**config.mk**
```make
export PLATFORM = sky130hd
export DESIGN_NAME = pmu_top
export DESIGN_NICKNAME = d
export VERILOG_FILES = /design/src/pmu_pkg.sv /design/src/pmu_cfg_if.sv /design/src/pmu_top.sv /design/src/pmu_intr_unit.sv /design/src/pmu_counters.sv /design/src/pmu_event_select.sv
export SDC_FILE = /design/constraint.sdc
export NUM_CORES = 2
export LEC_CHECK = 0
export ABC_AREA = 1
export BUFFER_PORTS_ARGS = -buffer_cell sky130_fd_sc_hd__clkbuf_2
export CAP_MARGIN = 40
export CORE_AREA = 2 2 409 411
export DETAILED_ROUTE_END_ITERATION = 10
export DIE_AREA = 0 0 411 413
export GPL_TIMING_DRIVEN = 0
export PLACE_DENSITY = 0.55
export SLEW_MARGIN = 15
export SYNTH_ARGS = -nofsm -noshare
export SYNTH_HDL_FRONTEND = slang
export SYNTH_HIERARCHICAL = 1
export SYNTH_SLANG_ARGS = --single-unit
export TNS_END_PERCENT = 10
```
**constraint.sdc**
```tcl
create_clock -name clk_i -period 37.5 [get_ports clk_i]
set_input_delay 5.625 -clock clk_i [delete_from_list [all_inputs] [get_ports clk_i]]
set_output_delay 5.625 -clock clk_i [all_outputs]
set_load 0.01 [all_outputs]
```
**src/pmu_pkg.sv**
```systemverilog
package pmu_pkg;

    // ----------------------------------------
    // Register map
    // ----------------------------------------

    // Main configuration word
    localparam int BASE_CFG = 0;
    // First counter word, counters follow back to back
    localparam int BASE_COUNTERS = 1;

    // ----------------------------------------
    // Configuration word bit positions
    // ----------------------------------------

    // Counter bank enable
    localparam int CFG_EN_BIT = 0;
    // Clears every counter
    localparam int CFG_SOFTRST_BIT = 1;
    // Lets wraps set the overflow vector
    localparam int CFG_OVF_EN_BIT = 2;
    // Clears the sticky overflow vector
    localparam int CFG_OVF_SOFTRST_BIT = 3;
    // Holds the quota interrupt low
    localparam int CFG_QUOTA_SOFTRST_BIT = 4;
    // Self-test field, bits 31:30
    localparam int CFG_SELFTEST_LSB = 30;

    // ----------------------------------------
    // Self-test codes
    // ----------------------------------------

    // Normal operation, events come through the crossbar
    localparam logic [1:0] SELFTEST_NONE = 2'b00;
    // Every counter sees an event each cycle
    localparam logic [1:0] SELFTEST_ALL_ON = 2'b01;
    // No counter sees an event
    localparam logic [1:0] SELFTEST_ALL_OFF = 2'b10;
    // Counter 0 only
    localparam logic [1:0] SELFTEST_ONE_ON = 2'b11;

endpackage
```
**src/pmu_cfg_if.sv**
```systemverilog
`timescale 1ns/1ps

// Decoded configuration, fanned out from the decode stage
interface pmu_cfg_if #(
    parameter int REG_WIDTH  = 32,
    parameter int N_COUNTERS = 9
);

    // Counter bank controls
    logic                  en;
    logic                  softrst;

    // Overflow controls
    logic                  ovf_en;
    logic                  ovf_softrst;
    logic [N_COUNTERS-1:0] ovf_mask;

    // Quota controls
    logic                  quota_softrst;
    logic [N_COUNTERS-1:0] quota_mask;
    logic [REG_WIDTH-1:0]  quota_limit;

    // Decode stage drives everything
    modport decode (
        output en, softrst,
        output ovf_en, ovf_softrst, ovf_mask,
        output quota_softrst, quota_mask, quota_limit
    );

    // Counter bank needs only enable and clear
    modport execute (
        input en, softrst
    );

    // Interrupt unit takes the overflow and quota controls
    modport result (
        input ovf_en, ovf_softrst, ovf_mask,
        input quota_softrst, quota_mask, quota_limit
    );

endinterface

```
**src/pmu_top.sv**
```systemverilog
`timescale 1ns/1ps

module pmu_top
    import pmu_pkg::*;
#(
    parameter int REG_WIDTH  = 32,
    parameter int N_COUNTERS = 9,
    parameter int N_SOC_EV   = 32,
    // Crossbar select width
    localparam int SEL_BITS         = $clog2(N_SOC_EV),
    // One word each, right after the counters
    localparam int BASE_OVF_MASK    = BASE_COUNTERS + N_COUNTERS,
    localparam int BASE_OVF_VECT    = BASE_OVF_MASK + 1,
    localparam int BASE_QUOTA_MASK  = BASE_OVF_VECT + 1,
    localparam int BASE_QUOTA_LIMIT = BASE_QUOTA_MASK + 1,
    localparam int BASE_CROSSBAR    = BASE_QUOTA_LIMIT + 1,
    // Packed select fields, rounded up to whole words
    localparam int N_CROSSBAR_REGS  = (N_COUNTERS * SEL_BITS + REG_WIDTH - 1) / REG_WIDTH,
    localparam int TOTAL_NREGS      = BASE_CROSSBAR + N_CROSSBAR_REGS
) (
    input  logic                 clk_i,
    input  logic                 rstn_i,
    // Flat register file owned by the bus wrapper
    input  logic [REG_WIDTH-1:0] regs_i [TOTAL_NREGS],
    output logic [REG_WIDTH-1:0] regs_o [TOTAL_NREGS],
    input  logic                 wrapper_we_i,
    input  logic [N_SOC_EV-1:0]  events_i,
    output logic                 intr_overflow_o,
    output logic                 intr_quota_o
);

    // Masks and the overflow vector must fit one word
    if (N_COUNTERS > REG_WIDTH) begin : g_size_chk
        $error("pmu_top: N_COUNTERS exceeds REG_WIDTH");
    end

    // ----------------------------------------
    // Register map, inbound
    // ----------------------------------------

    logic [REG_WIDTH-1:0]  mask_words [3];
    logic [REG_WIDTH-1:0]  xbar_words [N_CROSSBAR_REGS];
    logic [REG_WIDTH-1:0]  load_words [N_COUNTERS];
    logic [REG_WIDTH-1:0]  counter_values [N_COUNTERS];
    logic [N_COUNTERS-1:0] sel_events;
    logic [N_COUNTERS-1:0] wrap;
    logic [N_COUNTERS-1:0] ovf_vect;

    // Same order as the select port expects
    assign mask_words[0] = regs_i[BASE_OVF_MASK];
    assign mask_words[1] = regs_i[BASE_QUOTA_MASK];
    assign mask_words[2] = regs_i[BASE_QUOTA_LIMIT];

    for (genvar w = 0; w < N_CROSSBAR_REGS; w++) begin : g_xbar_in
        assign xbar_words[w] = regs_i[BASE_CROSSBAR + w];
    end

    for (genvar c = 0; c < N_COUNTERS; c++) begin : g_cnt_map
        assign load_words[c]            = regs_i[BASE_COUNTERS + c];
        assign regs_o[BASE_COUNTERS + c] = counter_values[c];
    end

    // ----------------------------------------
    // Register map, outbound
    // ----------------------------------------

    // Software-owned words read back unchanged
    assign regs_o[BASE_CFG]         = regs_i[BASE_CFG];
    assign regs_o[BASE_OVF_MASK]    = regs_i[BASE_OVF_MASK];
    assign regs_o[BASE_QUOTA_MASK]  = regs_i[BASE_QUOTA_MASK];
    assign regs_o[BASE_QUOTA_LIMIT] = regs_i[BASE_QUOTA_LIMIT];

    for (genvar w = 0; w < N_CROSSBAR_REGS; w++) begin : g_xbar_out
        assign regs_o[BASE_CROSSBAR + w] = regs_i[BASE_CROSSBAR + w];
    end

    // Upper bits read as zero
    assign regs_o[BASE_OVF_VECT] = REG_WIDTH'(ovf_vect);

    // ----------------------------------------
    // Pipeline: decode, execute, result
    // ----------------------------------------

    pmu_cfg_if #(
        .REG_WIDTH  (REG_WIDTH),
        .N_COUNTERS (N_COUNTERS)
    ) cfg_bus ();

    pmu_event_select #(
        .REG_WIDTH  (REG_WIDTH),
        .N_COUNTERS (N_COUNTERS),
        .N_SOC_EV   (N_SOC_EV)
    ) u_select (
        .clk_i           (clk_i),
        .rstn_i          (rstn_i),
        .cfg_word_i      (regs_i[BASE_CFG]),
        .mask_regs_i     (mask_words),
        .crossbar_regs_i (xbar_words),
        .events_i        (events_i),
        .cfg             (cfg_bus.decode),
        .sel_events_o    (sel_events)
    );

    pmu_counters #(
        .REG_WIDTH  (REG_WIDTH),
        .N_COUNTERS (N_COUNTERS)
    ) u_counters (
        .clk_i    (clk_i),
        .rstn_i   (rstn_i),
        .cfg      (cfg_bus.execute),
        .we_i     (wrapper_we_i),
        .load_i   (load_words),
        .events_i (sel_events),
        .count_o  (counter_values),
        .wrap_o   (wrap)
    );

    pmu_intr_unit #(
        .REG_WIDTH  (REG_WIDTH),
        .N_COUNTERS (N_COUNTERS)
    ) u_intr (
        .clk_i           (clk_i),
        .rstn_i          (rstn_i),
        .cfg             (cfg_bus.result),
        .count_i         (counter_values),
        .wrap_i          (wrap),
        .ovf_vect_o      (ovf_vect),
        .intr_overflow_o (intr_overflow_o),
        .intr_quota_o    (intr_quota_o)
    );

endmodule

```
**src/pmu_intr_unit.sv**
```systemverilog
`timescale 1ns/1ps

module pmu_intr_unit #(
    parameter int REG_WIDTH  = 32,
    parameter int N_COUNTERS = 9
) (
    input  logic                  clk_i,
    input  logic                  rstn_i,
    pmu_cfg_if.result             cfg,
    input  logic [REG_WIDTH-1:0]  count_i [N_COUNTERS],
    // One-cycle wrap pulses from the counter bank
    input  logic [N_COUNTERS-1:0] wrap_i,
    output logic [N_COUNTERS-1:0] ovf_vect_o,
    output logic                  intr_overflow_o,
    output logic                  intr_quota_o
);

    // Sum width, room for N_COUNTERS full words
    localparam int SUM_W = REG_WIDTH + $clog2(N_COUNTERS);

    // ----------------------------------------
    // Overflow
    // ----------------------------------------

    // Sticky until cleared by software
    always_ff @(posedge clk_i or negedge rstn_i) begin
        if (!rstn_i) begin
            ovf_vect_o <= '0;
        end else if (cfg.ovf_softrst) begin
            ovf_vect_o <= '0;
        end else if (cfg.ovf_en) begin
            ovf_vect_o <= ovf_vect_o | wrap_i;
        end
    end

    // Only unmasked counters raise the line
    assign intr_overflow_o = |(ovf_vect_o & cfg.ovf_mask);

    // ----------------------------------------
    // Quota
    // ----------------------------------------

    logic [SUM_W-1:0] quota_sum;
    logic             quota_hit;

    // Single-cycle adder tree over the selected counters
    always_comb begin
        quota_sum = '0;
        for (int c = 0; c < N_COUNTERS; c++) begin
            if (cfg.quota_mask[c]) begin
                quota_sum = quota_sum + SUM_W'(count_i[c]);
            end
        end
    end

    // Strictly above the limit
    assign quota_hit = quota_sum > SUM_W'(cfg.quota_limit);

    always_ff @(posedge clk_i or negedge rstn_i) begin
        if (!rstn_i) begin
            intr_quota_o <= 1'b0;
        end else if (cfg.quota_softrst) begin
            // Held low while software clears it
            intr_quota_o <= 1'b0;
        end else begin
            intr_quota_o <= quota_hit;
        end
    end

    // A new overflow interrupt traces back to an enabled wrap on an unmasked counter
    a_ovf_cause: assert property (@(posedge clk_i) disable iff (!rstn_i)
        $rose(intr_overflow_o) && $stable(cfg.ovf_mask)
        |-> $past(cfg.ovf_en && |(wrap_i & cfg.ovf_mask)));

endmodule

```
**src/pmu_counters.sv**
```systemverilog
`timescale 1ns/1ps

module pmu_counters #(
    parameter int REG_WIDTH  = 32,
    parameter int N_COUNTERS = 9
) (
    input  logic                  clk_i,
    input  logic                  rstn_i,
    pmu_cfg_if.execute            cfg,
    // Wrapper write level, loads every counter
    input  logic                  we_i,
    input  logic [REG_WIDTH-1:0]  load_i [N_COUNTERS],
    // Selected events, one bit per counter
    input  logic [N_COUNTERS-1:0] events_i,
    output logic [REG_WIDTH-1:0]  count_o [N_COUNTERS],
    output logic [N_COUNTERS-1:0] wrap_o
);

    // ----------------------------------------
    // Counter bank
    // ----------------------------------------

    for (genvar c = 0; c < N_COUNTERS; c++) begin : g_cnt

        logic at_max;

        // Next increment rolls over to zero
        assign at_max = &count_o[c];

        // Priority: soft reset, then load, then count
        always_ff @(posedge clk_i or negedge rstn_i) begin
            if (!rstn_i) begin
                count_o[c] <= '0;
                wrap_o[c]  <= 1'b0;
            end else if (cfg.softrst) begin
                count_o[c] <= '0;
                wrap_o[c]  <= 1'b0;
            end else if (we_i) begin
                count_o[c] <= load_i[c];
                wrap_o[c]  <= 1'b0;
            end else if (cfg.en) begin
                count_o[c] <= count_o[c] + REG_WIDTH'(events_i[c]);
                // Pulse rises together with the zero value
                wrap_o[c]  <= events_i[c] & at_max;
            end else begin
                // Held value, no wrap possible
                wrap_o[c]  <= 1'b0;
            end
        end

        // Soft reset empties the bank and kills any pending wrap
        a_softrst: assert property (@(posedge clk_i) disable iff (!rstn_i)
            cfg.softrst |=> (count_o[c] == '0) && !wrap_o[c]);

    end

endmodule

```
**src/pmu_event_select.sv**
```systemverilog
`timescale 1ns/1ps

module pmu_event_select
    import pmu_pkg::*;
#(
    parameter int REG_WIDTH  = 32,
    parameter int N_COUNTERS = 9,
    parameter int N_SOC_EV   = 32,
    // Select field width and crossbar word count
    localparam int SEL_W       = $clog2(N_SOC_EV),
    localparam int N_XBAR_REGS = (N_COUNTERS * SEL_W + REG_WIDTH - 1) / REG_WIDTH
) (
    input  logic                  clk_i,
    input  logic                  rstn_i,
    input  logic [REG_WIDTH-1:0]  cfg_word_i,
    // 0 overflow mask, 1 quota mask, 2 quota limit
    input  logic [REG_WIDTH-1:0]  mask_regs_i [3],
    input  logic [REG_WIDTH-1:0]  crossbar_regs_i [N_XBAR_REGS],
    input  logic [N_SOC_EV-1:0]   events_i,
    pmu_cfg_if.decode             cfg,
    output logic [N_COUNTERS-1:0] sel_events_o
);

    // ----------------------------------------
    // Configuration decode
    // ----------------------------------------

    logic [1:0] selftest;

    assign cfg.en            = cfg_word_i[CFG_EN_BIT];
    assign cfg.softrst       = cfg_word_i[CFG_SOFTRST_BIT];
    assign cfg.ovf_en        = cfg_word_i[CFG_OVF_EN_BIT];
    assign cfg.ovf_softrst   = cfg_word_i[CFG_OVF_SOFTRST_BIT];
    assign cfg.quota_softrst = cfg_word_i[CFG_QUOTA_SOFTRST_BIT];
    assign selftest          = cfg_word_i[CFG_SELFTEST_LSB +: 2];

    // Masks only use the low N_COUNTERS bits
    assign cfg.ovf_mask    = mask_regs_i[0][N_COUNTERS-1:0];
    assign cfg.quota_mask  = mask_regs_i[1][N_COUNTERS-1:0];
    assign cfg.quota_limit = mask_regs_i[2];

    // ----------------------------------------
    // Crossbar
    // ----------------------------------------

    logic [N_XBAR_REGS*REG_WIDTH-1:0] xbar_flat;
    logic [SEL_W-1:0]                 xbar_field [N_COUNTERS];
    logic [N_COUNTERS-1:0]            xbar_hit;
    logic [N_COUNTERS-1:0]            sel_next;

    // Fields are packed from bit 0 and may straddle words
    always_comb begin
        for (int w = 0; w < N_XBAR_REGS; w++) begin
            xbar_flat[w*REG_WIDTH +: REG_WIDTH] = crossbar_regs_i[w];
        end
    end

    for (genvar c = 0; c < N_COUNTERS; c++) begin : g_xbar
        assign xbar_field[c] = xbar_flat[c*SEL_W +: SEL_W];
        // Codes past the last event read as idle
        assign xbar_hit[c] = (int'(xbar_field[c]) < N_SOC_EV) ? events_i[xbar_field[c]] : 1'b0;
    end

    // Self-test override
    always_comb begin
        case (selftest)
            SELFTEST_ALL_ON:  sel_next = '1;
            SELFTEST_ALL_OFF: sel_next = '0;
            SELFTEST_ONE_ON: begin
                sel_next    = '0;
                sel_next[0] = 1'b1;
            end
            default:          sel_next = xbar_hit;
        endcase
    end

    // One register stage before the counters
    always_ff @(posedge clk_i or negedge rstn_i) begin
        if (!rstn_i) begin
            sel_events_o <= '0;
        end else begin
            sel_events_o <= sel_next;
        end
    end

    // All-off mode silences the counters one cycle on
    a_all_off: assert property (@(posedge clk_i) disable iff (!rstn_i)
        (selftest == SELFTEST_ALL_OFF) |=> (sel_events_o == '0));

endmodule

```
==> run metrics <==
flop2flop setup slack between 20,000 and 25,000 ps; RSZ-0062 raised after global routing false; transition at the pin with the smallest max-transition slack 1020 ps; worst reg2reg path startpoint u_counters/count_o[257]; leakage power of the design between 0.02 and 0.03 µW; portion of the post-synthesis area used by sequential elements 0.168; syn_area_per_cell 5.78 µm²; Vias 57,600; clock transition at the registers of the reported paths approximately 60 ps; root buffer cell clkbuf_16; Final Critical Period 21,800 ps; Critical Path RT about 38,000 ps; commonest non-fill, non-tap cell in the layout nand2_1; number of buffers inserted for hold repair after clock tree synthesis 0; TritonCTS Buffers 46; nature of the critical path startpoint primary input; number of global-route vias before repair between 50,000 and 60,000; gpl congestion roughly 1.0; Skew-Pair Late Insertion Delay 670 ps; Layout Nets 9,904; wire per inst around 24 µm; commonest non-fill, non-tap cells in the layout nand2_1, nor2_1, clkbuf_2; first-pass GRT wire length between 300,000 and 400,000 µm; Achievable Freq roughly 46 MHz; antenna viol nets, final 0; gr ovfl total 0; Synth-to-Final Area Change 18.8%; Worst Hold End u_intr/ovf_vect_o[1]; synthesized flop and latch total 316; Die H approximately 410 µm; initial cell density of the core 0.283; Netlist cell types 69; reported max-cap violation count 0; number of synthesized flops with an enable pin 0; buffers inserted during post-CTS setup optimization 0; highest-delay cell along the critical path o21ai_0; part of the cycle the worst path needs 0.581; Hold Path Stages 2; buffer levels on the longest clock path 3; final setup vio count 0; Sink Count between 300 and 400; proportion of register bits with asynchronous set or reset after synthesis 1.00; clk_skew 31.6 ps; Yosys warnings 6; launching element of the worst setup path regs_i[96]; most instantiated flip-flop cell in the synthesis netlist dfrtp_1; maximum level of the CTS H-tree 2; Core Region roughly 170,000 µm²; port bufs a little over 800; outcome completed; violation count after the first detailed-routing iteration roughly 5,800; gate count of the mapped netlist slightly above 8,000; number of rows in the core area 150; areal power density over the cells 40.3 nW/µm²; Worst Setup Path Type primary input to flop; detailed placement HPWL 225,000 µm; arrival time of the worst setup path about 22,000 ps; Final Max Slew Viols 0; critical register-to-register path endpoint u_intr/intr_quota_o; post-synthesis instance area 46,900 µm²; delay of the slowest critical-path stage around 710 ps; number of top-level pins roughly 1,100; initial antenna violation count 45; number of instances resized during post-cts repair 0; area enclosed by the die boundary 170,000 µm²; die boundary width ~410 µm; total negative slack for setup checks 0 ps; crit path max fanout 10; clock tree from TritonCTS built; cell area reported after detailed placement around 54,000 µm²; number of hold violations in the final report 0; GRT Resource Usage Total 0.305; category of the worst setup path capture point flop; class of the worst hold path flop to flop; depth of the worst register-to-register path 77; 1st-pass router iterations 7; Final Cell Area 55,800 µm²; via density per instance just over 5; maximum number of pins on one net before global-route repair 85; DRC Markers 0; HP Start u_counters/wrap_o[1]; overall routed net length 272,000 µm; proportion of layout cells with a drive suffix above 1 0.169; most numerous cell on the critical path nand2_1; maximum vdd ir drop ~0.03 mV; remaining max-slew budget at the tightest pin 0.313
[cells in the mapped netlist (26+ instances only)]
master    count  area (µm²)
nor3_1       57         285
nand2_1    2639        9910
nor2_1     1174        4410
nand2_2      69         432
xnor2_1     128        1120
nand3_1     734        3670
buf_6        39         439
clkbuf_1     72         270
inv_1       761        2860
buf_1        26        97.6
xor2_1      162        1420
dfrtp_1     316        7910
o21ai_0     380        1900
nor2_2       27         169
nand4_1      44         275
o21ai_1     106         531
ha_1        328        4100
a31oi_1      35         219
a21oi_1     316        1580
a21o_1       28         210
buf_2        76         380
buf_4       295        2210
[how the worst max path moves through the flow]
| stage | cells after the start | to | slack, ps |
|---|---|---|---|
| 5_1_grt | 83 | u_intr/intr_quota_o | 14670 |
| 6_report | 81 | u_intr/intr_quota_o | 15700 |
| 3_3_place_gp | 83 | u_intr/intr_quota_o | 15490 |
| 3_5_place_dp | 85 | u_intr/intr_quota_o | 15480 |
| 4_1_cts | 85 | u_intr/intr_quota_o | 16100 |
| 2_1_floorplan | 79 | u_intr/intr_quota_o | 19690 |
[stage by stage]
step / cells / setup WS (ps) / power, µW / util / hold WS [ps]
floorplan: 8140 / 19690 / 1290 / - / 458
finish: 11300 / 15700 / 2250 / 0.336 / 506
global route: 11300 / 14670 / 2390 / 0.336 / 520
detailed placement: 11200 / 15480 / 1760 / 0.327 / 477
global placement: 11200 / 15490 / 1740 / 0.324 / 474
CTS: 11300 / 16100 / 2230 / 0.336 / 492
[flip-flops by register name (all words and copies together) (netlist names)]
signal,count
u_intr/ovf_vect_o,9
u_intr/intr_quota_o,1
u_select/sel_events_o,9
u_counters/count_o,288
u_counters/wrap_o,9
[power by group]
part	leakage [µW]	internal [µW]	total [µW]	switching, µW
Clock	0.000746	268	470	202
Combinational	0.0238	461	1320	860
Sequential	0.00412	368	458	90.5
Total	0.0287	1100	2250	1150
[cell families after synthesis]
| kind of cell | after synthesis | synth area share |
|---|---|---|
| AOI/OAI and AO/OA | 990 | 0.116 |
| xor gates and xnor gates | 290 | 0.0541 |
| adders and majority gates | 336 | 0.0908 |
| buffers and inverters | 1316 | 0.141 |
| DFF | 316 | 0.168 |
| muxes | 12 | 0.00259 |
| other | 1 | 0.0000799 |
| and+or+nand+nor | 4857 | 0.427 |
[area by class of cell]
class,count,area [µm²]
fillers,18800,110000
multi-input cells,6508,32500
flip-flops and latches,316,7910
repair buffers,833,4400
plain buffers,524,3610
inverters,792,3030
well taps,2204,2760
clock buffers,59,1270
clock inverters,25,270
diodes,16,40.0
[per-layer routing]
layer | track usage | routed length [µm] | part of all wire | up-vias
li1 | - | - | - | 27500
met1 | 0.370 | 108000 | 0.40 | 26700
met2 | 0.509 | 126000 | 0.46 | 2810
met3 | 0.0564 | 21400 | 0.079 | 557
met4 | 0.165 | 16000 | 0.059 | 38
met5 | 0 | 243 | 0.00089 | -
[critical path: cells and delay by family]
| kind | cells | cell delay (ps) |
|---|---|---|
| xor+xnor | 7 | 1080 |
| fa+ha+maj | 9 | 3030 |
| compound gates | 28 | 6540 |
| buf+inv | 12 | 1550 |
| simple gates | 25 | 4390 |
Note: power is estimated with default switching activity, not from simulation.
